--- src/hw/MemTypes.sv ---
// Line memory types

package MemTypes;

    // 64-bit lines, so two page table entries per line
    localparam int LineWidth = 64;
    localparam int EntryCountInLine = 2;

    // Line address drops the 3 byte offset bits of a 34-bit address
    localparam int MemAddrWidth = 31;

    typedef logic [LineWidth-1:0] Line;
    typedef logic [MemAddrWidth-1:0] MemAddr;

endpackage

--- src/hw/MmuTypes.sv ---
// Sv32 translation types

package MmuTypes;

    // ------------------------------------------------------------------------
    // Sizes

    localparam int TlbEntryCount = 4;
    localparam int PageTableEntrySize = 4;
    localparam int PhysicalAddrWidth = 34;

    typedef logic [1:0] TlbIndex;

    // ------------------------------------------------------------------------
    // Page numbers and page table entry

    typedef struct packed {
        logic [9:0] vpn1;
        logic [9:0] vpn0;
    } VirtualPageNumber;

    typedef struct packed {
        logic [11:0] ppn1;
        logic [9:0] ppn0;
    } PhysicalPageNumber;

    // Sv32 layout, valid in bit 0
    typedef struct packed {
        logic [11:0] ppn1;
        logic [9:0] ppn0;
        logic [1:0] rsw;
        logic dirty;
        logic accessed;
        logic globalPage;
        logic user;
        logic execute;
        logic write;
        logic read;
        logic valid;
    } PageTableEntry;

    // ------------------------------------------------------------------------
    // TLB contents

    typedef struct packed {
        logic dirty;
        logic user;
        logic execute;
        logic write;
        logic read;
    } TlbEntryFlags;

    typedef struct packed {
        logic valid;
        logic fault;
        PhysicalPageNumber pageNumber;
        TlbEntryFlags flags;
    } TlbEntry;

    typedef enum logic [1:0] {
        MemoryAccessType_Instruction,
        MemoryAccessType_Load,
        MemoryAccessType_Store
    } MemoryAccessType;

endpackage

--- src/hw/MmuInterfaces.sv ---
// Memory port and walk request interfaces

interface MemPortIf;
    MemTypes::MemAddr addr;
    logic readEnable;
    logic writeEnable;
    MemTypes::Line writeValue;
    logic readDone;
    logic writeDone;
    MemTypes::Line readValue;

    modport requester(output addr, readEnable, writeEnable, writeValue,
                      input readDone, writeDone, readValue);
    modport memory(input addr, readEnable, writeEnable, writeValue,
                   output readDone, writeDone, readValue);
endinterface

interface WalkIf;
    logic enable;
    MmuTypes::MemoryAccessType accessType;
    MmuTypes::VirtualPageNumber missPage;
    logic done;

    modport requester(output enable, accessType, missPage, input done);
    modport walker(input enable, accessType, missPage, output done);
endinterface

--- src/hw/Mmu.sv ---
// Sv32 MMU top level

module Mmu (
    input  logic clk,
    input  logic rst,
    input  MmuTypes::PhysicalPageNumber satpPpn,

    // Request channel
    input  logic reqValid,
    output logic reqReady,
    input  logic [31:0] reqAddr,
    input  MmuTypes::MemoryAccessType reqAccessType,

    // Response channel
    output logic respValid,
    input  logic respReady,
    output logic [MmuTypes::PhysicalAddrWidth-1:0] respAddr,
    output logic respFault,

    // Line memory
    output MemTypes::MemAddr memAddr,
    output logic memReadEnable,
    output logic memWriteEnable,
    output MemTypes::Line memWriteValue,
    input  logic memReadDone,
    input  logic memWriteDone,
    input  MemTypes::Line memReadValue
);
    MemPortIf memPort ();
    WalkIf walkPort ();

    MmuTypes::VirtualPageNumber lookupKey;
    logic lookupHit;
    MmuTypes::TlbEntry lookupEntry;
    logic tlbWriteEnable;
    MmuTypes::VirtualPageNumber tlbWriteKey;
    MmuTypes::TlbEntry tlbWriteValue;

    // ------------------------------------------------------------------------
    // Memory port to plain ports

    assign memAddr = memPort.addr;
    assign memReadEnable = memPort.readEnable;
    assign memWriteEnable = memPort.writeEnable;
    assign memWriteValue = memPort.writeValue;
    assign memPort.readDone = memReadDone;
    assign memPort.writeDone = memWriteDone;
    assign memPort.readValue = memReadValue;

    TranslateStage u_translateStage (
        .clk(clk), .rst(rst),
        .reqValid(reqValid), .reqReady(reqReady),
        .reqAddr(reqAddr), .reqAccessType(reqAccessType),
        .respValid(respValid), .respReady(respReady),
        .respAddr(respAddr), .respFault(respFault),
        .lookupKey(lookupKey), .lookupHit(lookupHit), .lookupEntry(lookupEntry),
        .walk(walkPort.requester)
    );

    Tlb u_tlb (
        .clk(clk), .rst(rst),
        .lookupKey(lookupKey), .lookupHit(lookupHit), .lookupEntry(lookupEntry),
        .writeEnable(tlbWriteEnable), .writeKey(tlbWriteKey), .writeValue(tlbWriteValue)
    );

    TlbReplacer u_tlbReplacer (
        .clk(clk), .rst(rst),
        .mem(memPort.requester),
        .walk(walkPort.walker),
        .satpPpn(satpPpn),
        .tlbWriteEnable(tlbWriteEnable),
        .tlbWriteKey(tlbWriteKey),
        .tlbWriteValue(tlbWriteValue)
    );
endmodule

--- src/hw/Tlb.sv ---
// Fully associative TLB

module Tlb (
    input  logic clk,
    input  logic rst,
    input  MmuTypes::VirtualPageNumber lookupKey,
    output logic lookupHit,
    output MmuTypes::TlbEntry lookupEntry,
    input  logic writeEnable,
    input  MmuTypes::VirtualPageNumber writeKey,
    input  MmuTypes::TlbEntry writeValue
);
    MmuTypes::VirtualPageNumber keys [MmuTypes::TlbEntryCount];
    MmuTypes::TlbEntry entries [MmuTypes::TlbEntryCount];
    MmuTypes::TlbIndex victim;

    logic writeMatch;
    MmuTypes::TlbIndex writeMatchIndex;
    MmuTypes::TlbIndex writeIndex;

    // Parallel match against valid slots
    always_comb begin
        lookupHit = 1'b0;
        lookupEntry = '0;
        for (int i = 0; i < MmuTypes::TlbEntryCount; i++) begin
            if (entries[i].valid && keys[i] == lookupKey) begin
                lookupHit = 1'b1;
                lookupEntry = entries[i];
            end
        end
    end

    // Same key overwrites its slot and a new key takes the victim
    always_comb begin
        writeMatch = 1'b0;
        writeMatchIndex = '0;
        for (int i = 0; i < MmuTypes::TlbEntryCount; i++) begin
            if (entries[i].valid && keys[i] == writeKey) begin
                writeMatch = 1'b1;
                writeMatchIndex = MmuTypes::TlbIndex'(i);
            end
        end
        writeIndex = writeMatch ? writeMatchIndex : victim;
    end

    always_ff @(posedge clk) begin
        if (rst) begin
            victim <= '0;
            for (int i = 0; i < MmuTypes::TlbEntryCount; i++) begin
                entries[i].valid <= 1'b0;
            end
        end else if (writeEnable) begin
            keys[writeIndex] <= writeKey;
            entries[writeIndex] <= writeValue;
            if (!writeMatch) begin
                victim <= victim + 1'b1;
            end
        end
    end
endmodule

--- src/hw/TlbReplacer.sv ---
// Sv32 page table walker

module TlbReplacer (
    input  logic clk,
    input  logic rst,
    MemPortIf.requester mem,
    WalkIf.walker walk,
    input  MmuTypes::PhysicalPageNumber satpPpn,
    output logic tlbWriteEnable,
    output MmuTypes::VirtualPageNumber tlbWriteKey,
    output MmuTypes::TlbEntry tlbWriteValue
);
    typedef logic [$clog2(MemTypes::EntryCountInLine)-1:0] EntryIndex;
    typedef logic [MmuTypes::PhysicalAddrWidth-1:0] EntryAddr;
    typedef MmuTypes::PageTableEntry [MemTypes::EntryCountInLine-1:0] EntryArray;

    typedef enum logic [3:0] {
        StIdle, StRead1, StDecode1, StWrite1,
        StRead0, StDecode0, StWrite0, StTlbWrite, StTlbFault
    } State;

    // ------------------------------------------------------------------------
    // Entry helpers

    function automatic logic isLeaf(MmuTypes::PageTableEntry pte);
        return pte.read || pte.execute;
    endfunction

    function automatic logic isFault(MmuTypes::PageTableEntry pte);
        return !pte.valid || (pte.write && !pte.read);
    endfunction

    function automatic EntryIndex entryIndex(EntryAddr addr);
        return addr[$clog2(MmuTypes::PageTableEntrySize) +: $bits(EntryIndex)];
    endfunction

    function automatic MmuTypes::PageTableEntry pickEntry(MemTypes::Line value, EntryIndex index);
        EntryArray entries;
        entries = value;
        return entries[index];
    endfunction

    function automatic MemTypes::Line replaceEntry(MemTypes::Line value,
                                                   MmuTypes::PageTableEntry pte,
                                                   EntryIndex index);
        EntryArray entries;
        entries = value;
        entries[index] = pte;
        return entries;
    endfunction

    function automatic MmuTypes::TlbEntryFlags flagsOf(MmuTypes::PageTableEntry pte);
        MmuTypes::TlbEntryFlags flags;
        flags.dirty = pte.dirty;
        flags.user = pte.user;
        flags.execute = pte.execute;
        flags.write = pte.write;
        flags.read = pte.read;
        return flags;
    endfunction

    State state;
    State nextState;
    MmuTypes::MemoryAccessType accessType;
    MmuTypes::VirtualPageNumber vpn;
    MmuTypes::PhysicalPageNumber ppn;
    MmuTypes::TlbEntryFlags flags;
    MmuTypes::PageTableEntry pte1;
    MmuTypes::PageTableEntry pte0;
    MemTypes::Line line;

    EntryAddr entryAddr1;
    EntryAddr entryAddr0;
    MmuTypes::PageTableEntry updated1;
    MmuTypes::PageTableEntry updated0;
    logic isStore;
    logic onLevel1;

    assign entryAddr1 = {satpPpn, vpn.vpn1, 2'b00};
    assign entryAddr0 = {pte1.ppn1, pte1.ppn0, vpn.vpn0, 2'b00};
    assign isStore = accessType == MmuTypes::MemoryAccessType_Store;

    // Accessed always set on write back, dirty only for a store
    always_comb begin
        updated1 = pte1;
        updated1.accessed = 1'b1;
        updated1.dirty = pte1.dirty | isStore;
        updated0 = pte0;
        updated0.accessed = 1'b1;
        updated0.dirty = pte0.dirty | isStore;
    end

    // ------------------------------------------------------------------------
    // State transitions

    always_comb begin
        nextState = state;
        case (state)
            StIdle:     if (walk.enable) nextState = StRead1;
            StRead1:    if (mem.readDone) nextState = StDecode1;
            StDecode1: begin
                if (isFault(pte1)) nextState = StTlbFault;
                else if (isLeaf(pte1)) nextState = StWrite1;
                else nextState = StRead0;
            end
            StWrite1:   if (mem.writeDone) nextState = StTlbWrite;
            StRead0:    if (mem.readDone) nextState = StDecode0;
            // No leaf found at the last level
            StDecode0:  nextState = (isFault(pte0) || !isLeaf(pte0)) ? StTlbFault : StWrite0;
            StWrite0:   if (mem.writeDone) nextState = StTlbWrite;
            default:    nextState = StIdle;
        endcase
    end

    always_ff @(posedge clk) begin
        if (rst) begin
            state <= StIdle;
        end else begin
            state <= nextState;
        end
    end

    always_ff @(posedge clk) begin
        if (state == StIdle && walk.enable) begin
            vpn <= walk.missPage;
            accessType <= walk.accessType;
        end
        if (state == StRead1 && mem.readDone) begin
            pte1 <= pickEntry(mem.readValue, entryIndex(entryAddr1));
            line <= mem.readValue;
        end
        if (state == StRead0 && mem.readDone) begin
            pte0 <= pickEntry(mem.readValue, entryIndex(entryAddr0));
            line <= mem.readValue;
        end
        // Megapage takes its low page number from vpn0
        if (state == StDecode1) begin
            ppn <= {updated1.ppn1, vpn.vpn0};
            flags <= flagsOf(updated1);
        end
        if (state == StDecode0) begin
            ppn <= {updated0.ppn1, updated0.ppn0};
            flags <= flagsOf(updated0);
        end
    end

    // ------------------------------------------------------------------------
    // Memory and TLB outputs

    assign onLevel1 = state inside {StRead1, StDecode1, StWrite1};
    assign mem.addr = onLevel1 ?
        entryAddr1[MmuTypes::PhysicalAddrWidth-1 -: MemTypes::MemAddrWidth] :
        entryAddr0[MmuTypes::PhysicalAddrWidth-1 -: MemTypes::MemAddrWidth];
    assign mem.readEnable = state == StRead1 || state == StRead0;
    assign mem.writeEnable = state == StWrite1 || state == StWrite0;
    assign mem.writeValue = onLevel1 ?
        replaceEntry(line, updated1, entryIndex(entryAddr1)) :
        replaceEntry(line, updated0, entryIndex(entryAddr0));

    assign tlbWriteEnable = state == StTlbWrite || state == StTlbFault;
    assign tlbWriteKey = vpn;
    assign walk.done = tlbWriteEnable;

    always_comb begin
        tlbWriteValue.valid = 1'b1;
        tlbWriteValue.fault = state == StTlbFault;
        tlbWriteValue.pageNumber = (state == StTlbFault) ? '0 : ppn;
        tlbWriteValue.flags = (state == StTlbFault) ? '0 : flags;
    end
endmodule

--- src/hw/TranslateStage.sv ---
// Translate request stage

module TranslateStage (
    input  logic clk,
    input  logic rst,
    input  logic reqValid,
    output logic reqReady,
    input  logic [31:0] reqAddr,
    input  MmuTypes::MemoryAccessType reqAccessType,
    output logic respValid,
    input  logic respReady,
    output logic [MmuTypes::PhysicalAddrWidth-1:0] respAddr,
    output logic respFault,
    output MmuTypes::VirtualPageNumber lookupKey,
    input  logic lookupHit,
    input  MmuTypes::TlbEntry lookupEntry,
    WalkIf.requester walk
);
    typedef enum logic [1:0] { StIdle, StLookup, StWalk, StRespond } State;

    State state;
    logic [31:0] addr;
    MmuTypes::MemoryAccessType accessType;
    logic permitted;
    logic needWalk;

    assign lookupKey = addr[31:12];

    always_comb begin
        case (accessType)
            MmuTypes::MemoryAccessType_Instruction: permitted = lookupEntry.flags.execute;
            MmuTypes::MemoryAccessType_Load:        permitted = lookupEntry.flags.read;
            MmuTypes::MemoryAccessType_Store:       permitted = lookupEntry.flags.write;
            default:                                permitted = 1'b0;
        endcase
    end

    // Store to a clean page walks again to set dirty in memory
    assign needWalk = !lookupHit ||
        (accessType == MmuTypes::MemoryAccessType_Store &&
         !lookupEntry.fault && !lookupEntry.flags.dirty);

    assign walk.enable = state == StLookup && needWalk;
    assign walk.accessType = accessType;
    assign walk.missPage = lookupKey;
    assign reqReady = state == StIdle;
    assign respValid = state == StRespond;

    always_ff @(posedge clk) begin
        if (rst) begin
            state <= StIdle;
        end else begin
            case (state)
                StIdle:    if (reqValid) state <= StLookup;
                StLookup:  state <= needWalk ? StWalk : StRespond;
                StWalk:    if (walk.done) state <= StLookup;
                default:   if (respReady) state <= StIdle;
            endcase
        end
    end

    always_ff @(posedge clk) begin
        if (state == StIdle && reqValid) begin
            addr <= reqAddr;
            accessType <= reqAccessType;
        end
        if (state == StLookup && !needWalk) begin
            respAddr <= {lookupEntry.pageNumber, addr[11:0]};
            respFault <= lookupEntry.fault || !permitted;
        end
    end
endmodule

--- config.mk ---
export PLATFORM = sky130hd
export DESIGN_NAME = Mmu
export DESIGN_NICKNAME = d
export VERILOG_FILES = /design/src/hw/MemTypes.sv /design/src/hw/MmuTypes.sv /design/src/hw/MmuInterfaces.sv /design/src/hw/Mmu.sv /design/src/hw/Tlb.sv /design/src/hw/TlbReplacer.sv /design/src/hw/TranslateStage.sv
export SDC_FILE = /design/constraint.sdc
export NUM_CORES = 1
export LEC_CHECK = 0
export BUFFER_PORTS_ARGS = -buffer_cell sky130_fd_sc_hd__buf_2
export CORE_MARGIN = 4
export CORE_UTILIZATION = 35
export CTS_CLUSTER_SIZE = 20
export DETAILED_ROUTE_END_ITERATION = 8
export GPL_ROUTABILITY_DRIVEN = 0
export GPL_TIMING_DRIVEN = 0
export PLACE_DENSITY = 0.51
export RECOVER_POWER = 25
export SYNTH_ARGS = -nofsm -noshare
export SYNTH_HDL_FRONTEND = slang
export SYNTH_SLANG_ARGS = --single-unit
--- constraint.sdc ---
create_clock -name clk -period 6.8 [get_ports clk]
set_input_delay 0.68 -clock clk [delete_from_list [all_inputs] [get_ports clk]]
set_output_delay 0.68 -clock clk [all_outputs]
set_load 0.01 [all_outputs]
[After elaboration in Yosys (flattened, before gate mapping)]
Memories as Yosys holds them, arrays and structs flattened.
Cells that the tools add are included.
Cells by class
  add/sub/neg operators: 1
  order comparisons: 4
  equal/unequal tests: 28
  muxes and demuxes: 58
  bitwise gates (word level): 3
  reduce and logical (&&, ||, !) cells: 52
Operators with widths (number)
  $mux 32: 6
  $mux 64: 3
  $eq 20x20->1: 8
  $bwmux 64: 2
  $mux 28: 4
  $mux 22: 3
  $demux 32 s1: 2
  $mux 31: 1
  $mux 29: 1
  $reduce_or 29->1: 1
  $mux 4: 6
  $pmux 4 s6: 1
  $logic_and 1x1->1: 20
  $eq 4x3->1 const B: 4
  $mux 2: 8
  $mux 1: 15
  $mux 5: 3
  $logic_not 1->1: 10
  $logic_or 1x1->1: 10
  $eq 2x2->1 const B: 4
  $eq 4x2->1 const B: 2
  $ne 2x2->1 const B: 4
  $pmux 2 s3: 1
  $eq 2x1->1 const B: 2
  19 further kinds: 25
Word-level totals
  register bits after elaboration: 252
  bits in writable memories: 196
  input bits: 126
  output and inout bits: 134
  word-level logic and storage cells: 186
  memories kept: 2
Memories
  u_tlb.entries: depth 4, width 29, rd ports 4, clocked after Yosys merged registers in 0, write ports 4, RTL line Tlb.sv:14  | MmuTypes::TlbEntry entries [MmuTypes::TlbEntryCount];
  u_tlb.keys: depth 4, width 20, rd ports 4, clocked after Yosys merged registers in 0, write ports 1, RTL line Tlb.sv:13  | MmuTypes::VirtualPageNumber keys [MmuTypes::TlbEntryCount];

[Longest topological paths before layout]
Gate-level depths: netlist (run 1).
An unclocked memory read counts as a cell.
  depth after elaboration: 14
  depth in mapped cells: 12
  mapped depth without buffers: 9

[Hierarchy]
From an unflattened synthesis (run 1), not the netlist that was laid out.
Second synthesis, totals
  cells, all modules: 1562
  area total of the unflattened synthesis: 20825.0 µm²
Modules (own cells, without submodules)
  Tlb: times used 1, cells an instance 718, area an instance 9593.0 µm², seq. area each 5925.7 µm²
  TlbReplacer: times used 1, cells an instance 704, area an instance 8585.7 µm², seq. area each 5335.1 µm²
  TranslateStage: times used 1, cells an instance 140, area an instance 2646.3 µm², seq. area each 2112.0 µm²

[Worst setup path before layout (run 1)]
No wires, ideal clock.
  path type: reg-to-reg
  from: reg u_tlbReplacer.vpn (netlist bit u_tlbReplacer.tlbWriteKey[4])
  to: mem u_tlb.entries[1][28] (netlist bit), enable pin
  library setup time: 0.300 ns
  arrival: 4.668 ns
  required time: 6.500 ns
  path slack: 1.833 ns
  stages on the path, launching flop included: 11
  path buffers: 2
  period minus slack after synthesis: 4.967 ns
  cell sequence: edfxtp_1 clkbuf_1 xor2_1 nor4_1 nand4_1 or4_1 nor3b_1 a21o_1 clkbuf_1 a211oi_1 or2_2
RTL lines
  start: declaration: RTL line TlbReplacer.sv:65  | MmuTypes::VirtualPageNumber vpn;
  start signal: assignment: RTL line TlbReplacer.sv:125  | vpn <= walk.missPage;
  end: declaration: RTL line Tlb.sv:14

[Worst setup path after layout (run 1)]
  from: reg u_tlbReplacer.state[0]
  to: out memWriteValue[58]
Between the ends
  longest elaborated chain between the ends: 3
  elaborated cells between the ends (all ways): 5
  those cells by class: eq/ne (3); mux (1); reduce/logical (1)
RTL lines
  start: declaration: RTL line TlbReplacer.sv:62  | State state;
  start signal: assignment: RTL line TlbReplacer.sv:117  | state <= StIdle;
  start signal: assignment: RTL line TlbReplacer.sv:119  | state <= nextState;
  $eq 4x1->1 / $eq 4x2->1 (equally long branches): RTL line TlbReplacer.sv:150  | assign onLevel1 = state inside {StRead1, StDecode1, StWrite1};
  $reduce_bool 3->1 (*): RTL line TlbReplacer.sv:150
  $mux 64 (*): RTL line TlbReplacer.sv:156  | assign mem.writeValue = onLevel1 ?
  end: declaration: RTL line Mmu.sv:24  | output MemTypes::Line memWriteValue,
Every way passes the cells marked *; elsewhere a longest branch is shown, timed or not.

==> results of run 1 <==
-- path summary, 6_finish.rpt --
check / startpoint / endpoint / slack (ns) / cells past startpoint
worst max-delay path: u_tlbReplacer.state[0] / memWriteValue[58] / 1.84 / 10
worst min-delay path: memReadValue[38] / u_tlbReplacer.line[38] / 0.26 / 1
worst max register to register: u_tlbReplacer.tlbWriteKey[8] / u_tlb.keys[0][18] / 2.34 / 9
worst min register to register: u_translateStage.addr[9] / u_translateStage.respAddr[9] / 0.42 / 0
-- layer usage --
layer | up-vias | GRT usage [%]
li1 | 5996 | -
met1 | 6318 | 27.4
met2 | 450 | 30.2
met3 | 83 | 4.78
met4 | 12 | 4.68
met5 | - | 0
-- cell families after synthesis --
group           share of synthesized area (%)
buf+inv                                  2.32
flops                                    67.3
xor+xnor                                 7.26
compound gates                           3.98
simple gates                             11.5
mux                                      7.66
-- stage by stage --
step	util (%)	cell area (µm²)	hold slack [ns]	setup TNS [ns]
after floorplan	-	19700	0.400	0
after global placement	39.6	21900	0.400	-18.01
after detailed placement	40.2	22300	0.405	0
after CTS	43.1	23900	0.207	0
after global routing	43.0	23800	0.231	0
final	43.0	23800	0.256	0
-- cells in the final DEF, fill, tap and decap left out, drive strengths merged, types with 7 or more instances in the layout --
cell type	Yosys	routed
clkbuf	78	214
nand2b	7	7
nand4	24	24
o22ai	54	54
nor3b	7	7
and3	9	9
inv	36	37
buf	7	218
a21oi	11	11
xnor2	77	77
nor2	129	129
xor2	86	86
or2	7	7
nor4	27	27
mux2	132	132
nand3	54	54
and2	32	32
nand2	117	117
clkinv	0	20
dfxtp	8	8
nor3	28	28
edfxtp	435	435
a211oi	9	9
o21ai	34	34
-- report_power, final --
part | switching, mW | leakage (nW) | internal (mW) | total [mW]
registers | 0.127 | 4.07 | 3.32 | 3.45
logic | 1.64 | 3.48 | 0.763 | 2.41
clock network | 1.11 | 0.778 | 1.53 | 2.64
-- registers in the layout, summed over array words and instances (netlist names) --
signal                            flops
u_tlbReplacer.pte0                   31
u_tlb.entries                       112
u_translateStage.addr                32
u_tlbReplacer.line                   64
u_tlbReplacer.ppn                    22
u_tlbReplacer.tlbWriteKey            20
u_tlbReplacer.pte1                    9
u_translateStage.walk.accessType      2
u_tlbReplacer.flags                   4
u_tlb.keys                           80
u_translateStage.respAddr            34
u_translateStage.state                2
u_tlb.victim                          2
u_translateStage.respFault            1
u_tlbReplacer.entryAddr0             22
u_tlbReplacer.accessType              2
u_tlbReplacer.state                   4
-- layout make-up --
class                           count  area, µm²
Sequential cell                   443      13200
Inverter                           36        135
Clock buffer                       69       1370
Tap cell                          748        936
Fill cell                        5232      31500
Antenna cell                        5       12.5
Clock inverter                     24        229
Buffer                             85        320
Multi-Input combinational cell    886       6050
Timing Repair Buffer              278       1490
==> results.tsv, run 1 <==
stage	metric	value	unit
sta	fin_skew	0.0186	ns
place	io_buffers	259	
logic_synthesis	synth_nets	1576	
critical_path	cp_num_buf_inv	4	
place	place_inst	2476	
global_route	grt_pass1_vias	13000	
logic_synthesis	post-synth-top-count-cell	edfxtp_1	
clock_tree	cts_setup_buffers	0	
clock_tree	cts_max_level	2	
clock_tree	path_clk_slew	0.06	ns
critical_path	path_cells	clkbuf_1 -> nor2_1 -> nor3_1 -> nand2_1 -> clkbuf_1 -> nand2_1 -> clkbuf_1 -> nor2_1 -> nor2_1 -> buf_2	
die	die_area	0.0600	mm²
place	place_ws	2.29	ns
layout	nets	1907	
logic_synthesis	ys_seq_elements	443	
logic_synthesis	synth-edff-count	435	
global_route	antenna_found_initial	12	
logic_synthesis	synthFlopType	edfxtp_1	
logic_synthesis	synthArstFlopShare	0	%
sta	setup_viol	0	
outcome	outcome	complete, but fails checks	
critical_path	required	6.12	ns
global_route	grt_pass1_wl	87100	µm
logic_synthesis	synth_seq_area_share	67.3	%
die	fp.dieW	245	µm
power_and_ir_drop	total_power	8.50	mW
power_and_ir_drop	power_density	358	mW/mm²
layout	drive_gt1_share	23.9	%
global_route	grt_usage	19.4	%
outcome	violations	capacitance limit, slew limit	
critical_path	crit_fanout	10	
drt	wl_per_cell	23.0	µm
logic_synthesis	synth_area_leaders	edfxtp_1 66%, mux2_2 7.6%, xor2_1 3.8%, xnor2_1 3.4%, nor2_1 2.5%	
die	die_h	245	µm
drt	drtIter0Drc	1023	
die	ios	260	
logic_synthesis	netlist.top_cell.by_area	edfxtp_1	
clock_tree	cts_root_buf	clkbuf_16	
clock_tree	cts_made_buffers	51	
hold_path	hold_path_class	in -> reg	
drt	m1WireLength	27000	µm
clock_tree	cts_sinks	443	
clock_tree	cts.repair.resized	0	
clock_tree	hold_buffers	0	
logic_synthesis	yosys-top-cells-count	435 x edfxtp_1, 132 x mux2_2, 129 x nor2_1	
layout	area_growth_syn_to_layout	20.9	%
job	maxCapViolCount	1	
logic_synthesis	synth_cell_types	52	
drt	route.met3.wl	4480	µm
critical_path	crit_family	simple AND/OR/NAND/NOR gates	
drt	wl	59200	µm
die	rows	86	
power_and_ir_drop	p_leak	8.32	nW
drt	top_layer	met5	
logic_synthesis	synthesis.area	0.0197	mm²
drt	ant_nets	0	
critical_path	crit_slowest_cell	nor3_1	
die	core-area	0.0553	mm²
sta	rsz0062_at_grt	no	
drt	viasPerCell	5.00	
global_route	grt_max_degree	36	
sta	slew_headroom	-2.92	%
sta	period_share	73.0	%
sta	worst_slack	1.84	ns
clock_tree	clockBufferDepth	3	
power_and_ir_drop	vdd_ir_drop_max	0.221	mV
drt	first_pass_iters	5	
logic_synthesis	synth_warnings	0	
drt	dr_wl_met2	26600	µm
critical_path	setup.worst_path.start_class	flip-flop	
sta	drv_slew	26	
sta	fmax	0.201	GHz
sta	layout_min_cycle_time	4.96	ns
critical_path	cp-end-kind	output pin	
critical_path	max_stage_delay	0.74	ns
clock_tree	clk_latency	0.60	ns
logic_synthesis	syn_avg_cell_area	13.6	µm²
clock_tree	cts_tree	yes	
critical_path	cp.arrival	4.28	ns
sta	worstMarginPinSlew	1.54	ns
place	post-dp-hpwl	43400	µm
drt	vias	12900	
layout	final_cells	2574	
logic_synthesis	syn_inst	1450	
die	initial_core_util	35.5	%
logic_synthesis	synth_top_area_share	66.4	%
global_route	gr-total-overflow	0	
sta	report.final.hold_viol_count	0	
drt	drc	0	
critical_path	path_class	reg -> out	
Note: power is estimated with default switching activity, not from simulation.
==> inputs of run 2 (changes only) <==
PLACE_DENSITY = 0.53   (was 0.51)
clock period = 4 ns   (was 6.8 ns; I/O delays follow)
==> results.tsv, run 2 (synthesis gave the netlist of run 1 again) <==
stage	metric	value	unit	change
outcome	outcome	complete, but fails checks		unchanged
outcome	violations	capacitance limit, slew limit		unchanged
layout	area_growth_syn_to_layout	26.6	%	was 20.9%
drt	ant_nets	0		unchanged
sta	report.final.hold_viol_count	0		unchanged
sta	fin_skew	0.0209	ns	was 0.0186 ns
layout	reg_top3	u_tlb.entries: 112 flops, u_tlb.keys: 80 flops, u_tlbReplacer.line: 64 flops		unchanged
critical_path	reg2reg_depth	11		was 9
clock_tree	cts_root_buf	clkbuf_16		unchanged
drt	vias	13300		was 12900
global_route	grt_pass1_wl	87900	µm	was 87100 µm
clock_tree	cts_max_level	2		unchanged
global_route	busiest_layer	met2		unchanged
critical_path	crit_family	simple AND/OR/NAND/NOR gates		unchanged
layout	final_common_cell	edfxtp_1		unchanged
clock_tree	path_clk_slew	0.06	ns	about the same
sta	fmax	0.258	GHz	
hold_path	hold_path_class	in -> reg		unchanged
sta	worstMarginPinSlew	1.97	ns	was 1.54 ns
critical_path	timing.rr.start	u_translateStage.addr[14]		was u_tlbReplacer.tlbWriteKey[8]
layout	largest_reg_flops	112		unchanged
power_and_ir_drop	total_power	14.7	mW	was 8.50 mW
hold_path	worstHoldStart	memReadValue[55]		was memReadValue[38]
critical_path	crit_fanout	11		was 10
global_route	grt_pass1_vias	13600		was 13000
die	die_h	245	µm	unchanged
critical_path	r2r_end	u_tlbReplacer.tlbWriteKey[0]		was u_tlb.keys[0][18]
layout	most-common-layout-cells	435 x edfxtp_1, 175 x buf_2, 163 x clkbuf_1		was 435 x edfxtp_1, 194 x buf_2, 160 x clkbuf_1
hold_path	whs_endpoint	u_tlbReplacer.line[55]		was u_tlbReplacer.line[38]
layout	nets	1998		was 1907
sta	period_share	96.9	%	
global_route	antenna_found_initial	2		was 12
power_and_ir_drop	vdd_ir_drop_max	0.333	mV	was 0.221 mV
die	ios	260		unchanged
sta	fin_tns_setup	0	ns	unchanged
place	dpl_cell_area	0.0223	mm²	about the same
power_and_ir_drop	power_density	589	mW/mm²	was 358 mW/mm²
clock_tree	cts_tree	yes		unchanged
critical_path	max_stage_delay	0.48	ns	was 0.74 ns
drt	wl	59100	µm	was 59200 µm
critical_path	path_common_cell	nand4_1		
sta	timing.hold.ws	0.0828	ns	was 0.256 ns
drt	first_pass_iters	5		unchanged
global_route	grt_usage	19.3	%	was 19.4%
layout	design_area	0.0249	mm²	was 0.0238 mm²
place	post-dp-hpwl	42900	µm	was 43400 µm
drt	wl_per_cell	22.2	µm	was 23.0 µm
layout	top_register	u_tlb.entries		unchanged
clock_tree	cts_sinks	443		unchanged
die	rows	86		unchanged
place	place_ws	-0.583	ns	was 2.29 ns
critical_path	crit_slowest_cell	o21ai_1		was nor3_1
place	place_inst	2470		was 2476
global_route	met2_usage	31.6	%	was 30.2%
die	core-area	0.0553	mm²	unchanged
clock_tree	clk_latency	0.59	ns	was 0.60 ns
sta	worst_slack	0.123	ns	was 1.84 ns
layout	final_cells	2661		was 2574
sta	drv_slew	32		was 26
global_route	gr-total-overflow	0		unchanged
layout	drive_gt1_share	23.3	%	was 23.9%
clock_tree	cts_made_buffers	49		was 51
critical_path	path_cells	clkbuf_1 -> xnor2_2 -> nand4_1 -> nor4_2 -> nand4_1 -> clkbuf_2 -> and3_1 -> a22o_1 -> and2_1 -> o21ai_1 -> nor2_4		was clkbuf_1 -> nor2_1 -> nor3_1 -> nand2_1 -> clkbuf_1 -> nand2_1 -> clkbuf_1 -> nor2_1 -> nor2_1 -> buf_2
job	maxCapViolCount	1		unchanged
sta	setup_viol	0		unchanged
critical_path	cp-end-kind	flip-flop		was output pin
sta	layout_min_cycle_time	3.88	ns	
critical_path	setup.worst_path.start_class	flip-flop		unchanged
die	die_area	0.0600	mm²	unchanged
drt	drtIter0Drc	1025		was 1023
power_and_ir_drop	p_leak	8.77	nW	was 8.32 nW
global_route	met3_usage	3.57	%	was 4.78%
critical_path	path_class	reg -> reg		was reg -> out
layout	post-route-util	45.0	%	was 43.0%
global_route	grt_max_degree	63		was 36
sta	slew_headroom	-31.6	%	was -2.92%
critical_path	required	4.28	ns	was 6.12 ns
place	io_buffers	259		unchanged
critical_path	rrSetupSlack	0.12	ns	was 2.34 ns
clock_tree	clockBufferDepth	3		unchanged
drt	drc	0		unchanged
hold_path	hold_depth	1		unchanged
critical_path	cp_num_buf_inv	2		was 4
sta	rsz0062_at_grt	no		unchanged
drt	viasPerCell	4.99		was 5.00
die	fp.dieW	245	µm	unchanged
critical_path	cp.arrival	4.16	ns	was 4.28 ns
die	initial_core_util	35.5	%	unchanged
global_route	grt_use_met1	26.8	%	was 27.4%
-- run 2: where the power goes --
group          leakage (nW)  internal (mW)  switching, mW
registers              4.07           5.65          0.229
clock network         0.802           2.72           1.86
logic                  3.90           1.37           2.83
-- run 2: what timing repair did --
| item | 4_1_cts | 5_1_grt |
|---|---|---|
| endpoints found under the hold margin | 90 | 0 |
| hold buffers | 90 | 0 |
| endpoints found under the setup margin | 261 | 172 |
| gates resized for setup | 14 | 13 |
| pin swaps | 5 | 4 |
| buffers inserted | 6 | 4 |
| cloned | 1 | 1 |
-- run 2: cell type report --
class	count	area, µm²
clock buffer	61	1310
buffer	82	320
clock inverter	30	320
tap	748	936
multi-input combinational	888	6140
fill	5127	30400
antenna	1	2.50
timing repair buffer	372	2480
sequential	443	13200
inverter	36	143
-- run 2: worst max-delay path by stage --
stage	from	to	slack, ns	cells after the start
floorplan	u_tlbReplacer.tlbWriteKey[4]	u_tlb.entries[1][28]	-0.02	10
global placement	u_tlbReplacer.tlbWriteKey[0]	u_tlb.entries[1][28]	-1.53	10
detailed placement	u_translateStage.addr[14]	u_translateStage.respAddr[30]	-0.58	11
CTS	u_translateStage.addr[26]	u_tlbReplacer.tlbWriteKey[18]	0.004	9
global route	u_tlbReplacer.tlbWriteKey[4]	u_tlb.keys[1][3]	0.006	9
finish	u_translateStage.addr[14]	u_tlbReplacer.tlbWriteKey[0]	0.12	11
-- run 2: worst reg2reg max path: stages, from the launching register on --
cell and delay [ns]:
edfxtp_1 0.45, clkbuf_1 0.24, xnor2_2 0.30, nand4_1 0.15, nor4_2 0.46, nand4_1 0.32, clkbuf_2 0.32, and3_1 0.20
a22o_1 0.24, and2_1 0.16, o21ai_1 0.48, nor2_4 0.25
-- run 2: per-layer routing --
layer / routed length, µm / part of all wire, % / vias to the layer above
li1: - / - / 6184
met5: 20 / 0.034 / -
met3: 3880 / 6.6 / 75
met4: 1270 / 2.1 / 2
met1: 26200 / 44 / 6537
met2: 27800 / 47 / 489
==> inputs of run 3 (changes only) <==
CORE_MARGIN = unset   (was 4)
CTS_BUF_LIST = sky130_fd_sc_hd__clkbuf_16   (was unset)
CTS_CLUSTER_SIZE = 25   (was 20)
==> results.tsv, run 3 (synthesis gave the netlist of run 1 again) <==
stage	metric	value	unit	change
layout	reg_top3	u_tlb.entries: 112 flops, u_tlb.keys: 80 flops, u_tlbReplacer.line: 64 flops		unchanged
critical_path	crit_fanout	11		unchanged
clock_tree	cts_root_buf	clkbuf_16		unchanged
layout	final_common_cell	edfxtp_1		unchanged
die	rows	86		unchanged
global_route	grt_pass1_wl	86200	µm	was 87900 µm
critical_path	crit_slowest_cell	nor4_2		was o21ai_1
critical_path	crit_path_start	u_translateStage.addr[22]		was u_translateStage.addr[14]
clock_tree	cts_tree	yes		unchanged
die	ios	260		unchanged
power_and_ir_drop	vdd_ir_drop_max	0.396	mV	was 0.333 mV
place	post-dp-hpwl	42300	µm	was 42900 µm
global_route	met3_usage	3.88	%	was 3.57%
sta	fin_tns_setup	0	ns	unchanged
sta	worstMarginPinSlew	1.17	ns	was 1.97 ns
die	die_h	239	µm	was 245 µm
sta	layout_min_cycle_time	3.86	ns	was 3.88 ns
global_route	grt_usage	20.5	%	was 19.3%
clock_tree	clockBufferDepth	3		unchanged
hold_path	hold_path_class	in -> reg		unchanged
drt	wl	59000	µm	was 59100 µm
power_and_ir_drop	p_leak	8.85	nW	was 8.77 nW
sta	report.final.hold_viol_count	0		unchanged
drt	drtIter0Drc	1061		was 1025
clock_tree	path_clk_slew	0.06	ns	about the same
layout	most-common-layout-cells	435 x edfxtp_1, 165 x buf_2, 161 x clkbuf_1		was 435 x edfxtp_1, 175 x buf_2, 163 x clkbuf_1
layout	drive_gt1_share	22.8	%	was 23.3%
global_route	busiest_layer	met2		unchanged
layout	area_growth_syn_to_layout	27.1	%	was 26.6%
critical_path	path_cells	xor2_1 -> or4_1 -> nor4_2 -> nand2b_1 -> buf_2 -> and3_1 -> a22o_1 -> and2_1 -> o21ai_1 -> nor2_4 -> buf_12		was clkbuf_1 -> xnor2_2 -> nand4_1 -> nor4_2 -> nand4_1 -> clkbuf_2 -> and3_1 -> a22o_1 -> and2_1 -> o21ai_1 -> nor2_4
layout	largest_reg_flops	112		unchanged
place	io_buffers	259		unchanged
drt	viasPerCell	5.01		was 4.99
drt	first_pass_iters	5		unchanged
critical_path	path_class	reg -> reg		unchanged
layout	fillers	5210		was 5127
global_route	gr-total-overflow	0		unchanged
layout	regArea	0.0132	mm²	unchanged
global_route	antenna_found_initial	3		was 2
global_route	grt_use_met1	28.3	%	was 26.8%
global_route	grt_pass1_vias	13400		was 13600
sta	timing.hold.ws	0.0970	ns	was 0.0828 ns
layout	post-route-util	45.2	%	was 45.0%
die	core-area	0.0553	mm²	unchanged
global_route	met2_usage	32.0	%	was 31.6%
sta	rsz0062_at_grt	yes		was no
sta	fin_skew	0.0381	ns	was 0.0209 ns
job	maxCapViolCount	0		was 1
critical_path	required	4.34	ns	was 4.28 ns
drt	ant_nets	0		unchanged
clock_tree	clk_latency	0.61	ns	was 0.59 ns
die	fp.dieW	239	µm	was 245 µm
layout	nets	2011		was 1998
drt	vias	13400		was 13300
sta	fmax	0.259	GHz	was 0.258 GHz
drt	wl_per_cell	22.1	µm	was 22.2 µm
sta	setup_viol	0		unchanged
critical_path	max_stage_delay	0.61	ns	was 0.48 ns
sta	slew_headroom	22.0	%	was -31.6%
critical_path	cp-end-kind	flip-flop		unchanged
critical_path	cp.arrival	4.20	ns	was 4.16 ns
sta	drv_slew	0		was 32
global_route	grt_max_degree	39		was 63
layout	top_register	u_tlb.entries		unchanged
sta	period_share	96.5	%	was 96.9%
outcome	outcome	completed		was complete, but fails checks
clock_tree	cts_max_level	2		unchanged
critical_path	setup.worst_path.start_class	flip-flop		unchanged
die	die_area	0.0571	mm²	was 0.0600 mm²
clock_tree	cts_sinks	443		unchanged
drt	drc	0		unchanged
critical_path	timing.rr.start	u_translateStage.addr[22]		was u_translateStage.addr[14]
die	initial_core_util	35.5	%	unchanged
power_and_ir_drop	power_density	584	mW/mm²	was 589 mW/mm²
hold_path	worstHoldStart	memReadValue[23]		was memReadValue[55]
layout	multiInputGateArea	0.00613	mm²	was 0.00614 mm²
clock_tree	cts_made_buffers	50		was 49
run 3: changes by cell type in the layout (fill, tap and decap cells not counted), sizes merged:
cell         before  now
buf             201  196
bufinv            6    5
clkbuf          224  225
clkinv           21   22
clkinvlp          1    2
dlygate4sd3      90   96
inv              38   49
nor2            131  130
run 3: cell type report:
class,instances,area share (%)
Tap cell,748,3.75
Inverter,36,0.571
Sequential cell,443,52.9
Clock buffer,50,5.01
Buffer,83,1.32
Antenna cell,1,0.0100
Multi-Input combinational cell,887,24.5
Clock inverter,42,1.38
Timing Repair Buffer,384,10.5
run 3: stage by stage:
stage          worst slack, ns  cells  power [mW]  instance area, µm²
2_1_floorplan          -0.0221   1450        8.12               19700
3_3_place_gp             -1.66   2457        9.99               21900
3_5_place_dp            -0.585   2470        10.0               22300
4_1_cts               0.000224   2667        14.7               25000
5_1_grt               -0.00313   2674        15.2               25000
6_report                 0.139   2674        14.6               25000
run 3: layer usage:
metal  wire [µm]  part of all wire [%]  vias up
met4        1710                   2.9        2
met1       26200                    44     6590
met5          17                 0.029        -
met2       27200                    46      512
li1            -                     -     6204
met3        3920                   6.6      102
run 3: power by group:
part           switching (mW)  internal (mW)
registers               0.218           5.65
logic                    2.84           1.40
clock network            1.89           2.59
total                    4.95           9.64
run 3: worst max-delay path: cells and delay by family, from the launching register on:
kind / cells / cell delay (ns)
xor gates and xnor gates: 1 / 0.23
buffers and inverters: 2 / 0.40
and+or+nand+nor: 6 / 1.67
AOI/OAI and AO/OA: 2 / 0.75
DFF: 1 / 0.53
run 3: final timing paths:
check / endpoint / slack (ns) / depth (start not counted)
min reg2reg: u_translateStage.respAddr[3] / 0.42 / 0
max reg2reg: u_tlbReplacer.tlbWriteKey[2] / 0.14 / 11
min: u_tlbReplacer.line[23] / 0.1 / 1
max: u_tlbReplacer.tlbWriteKey[2] / 0.14 / 11
run 3: timing repair:
action / 4_1_cts / 5_1_grt
endpoints found under the setup margin: 283 / 144
resized for setup: 16 / 18
cloned: 1 / 0
pin swaps: 6 / 5
hold endpoints to repair: 96 / 0
hold buffers: 96 / 0
buffers inserted: 9 / 7
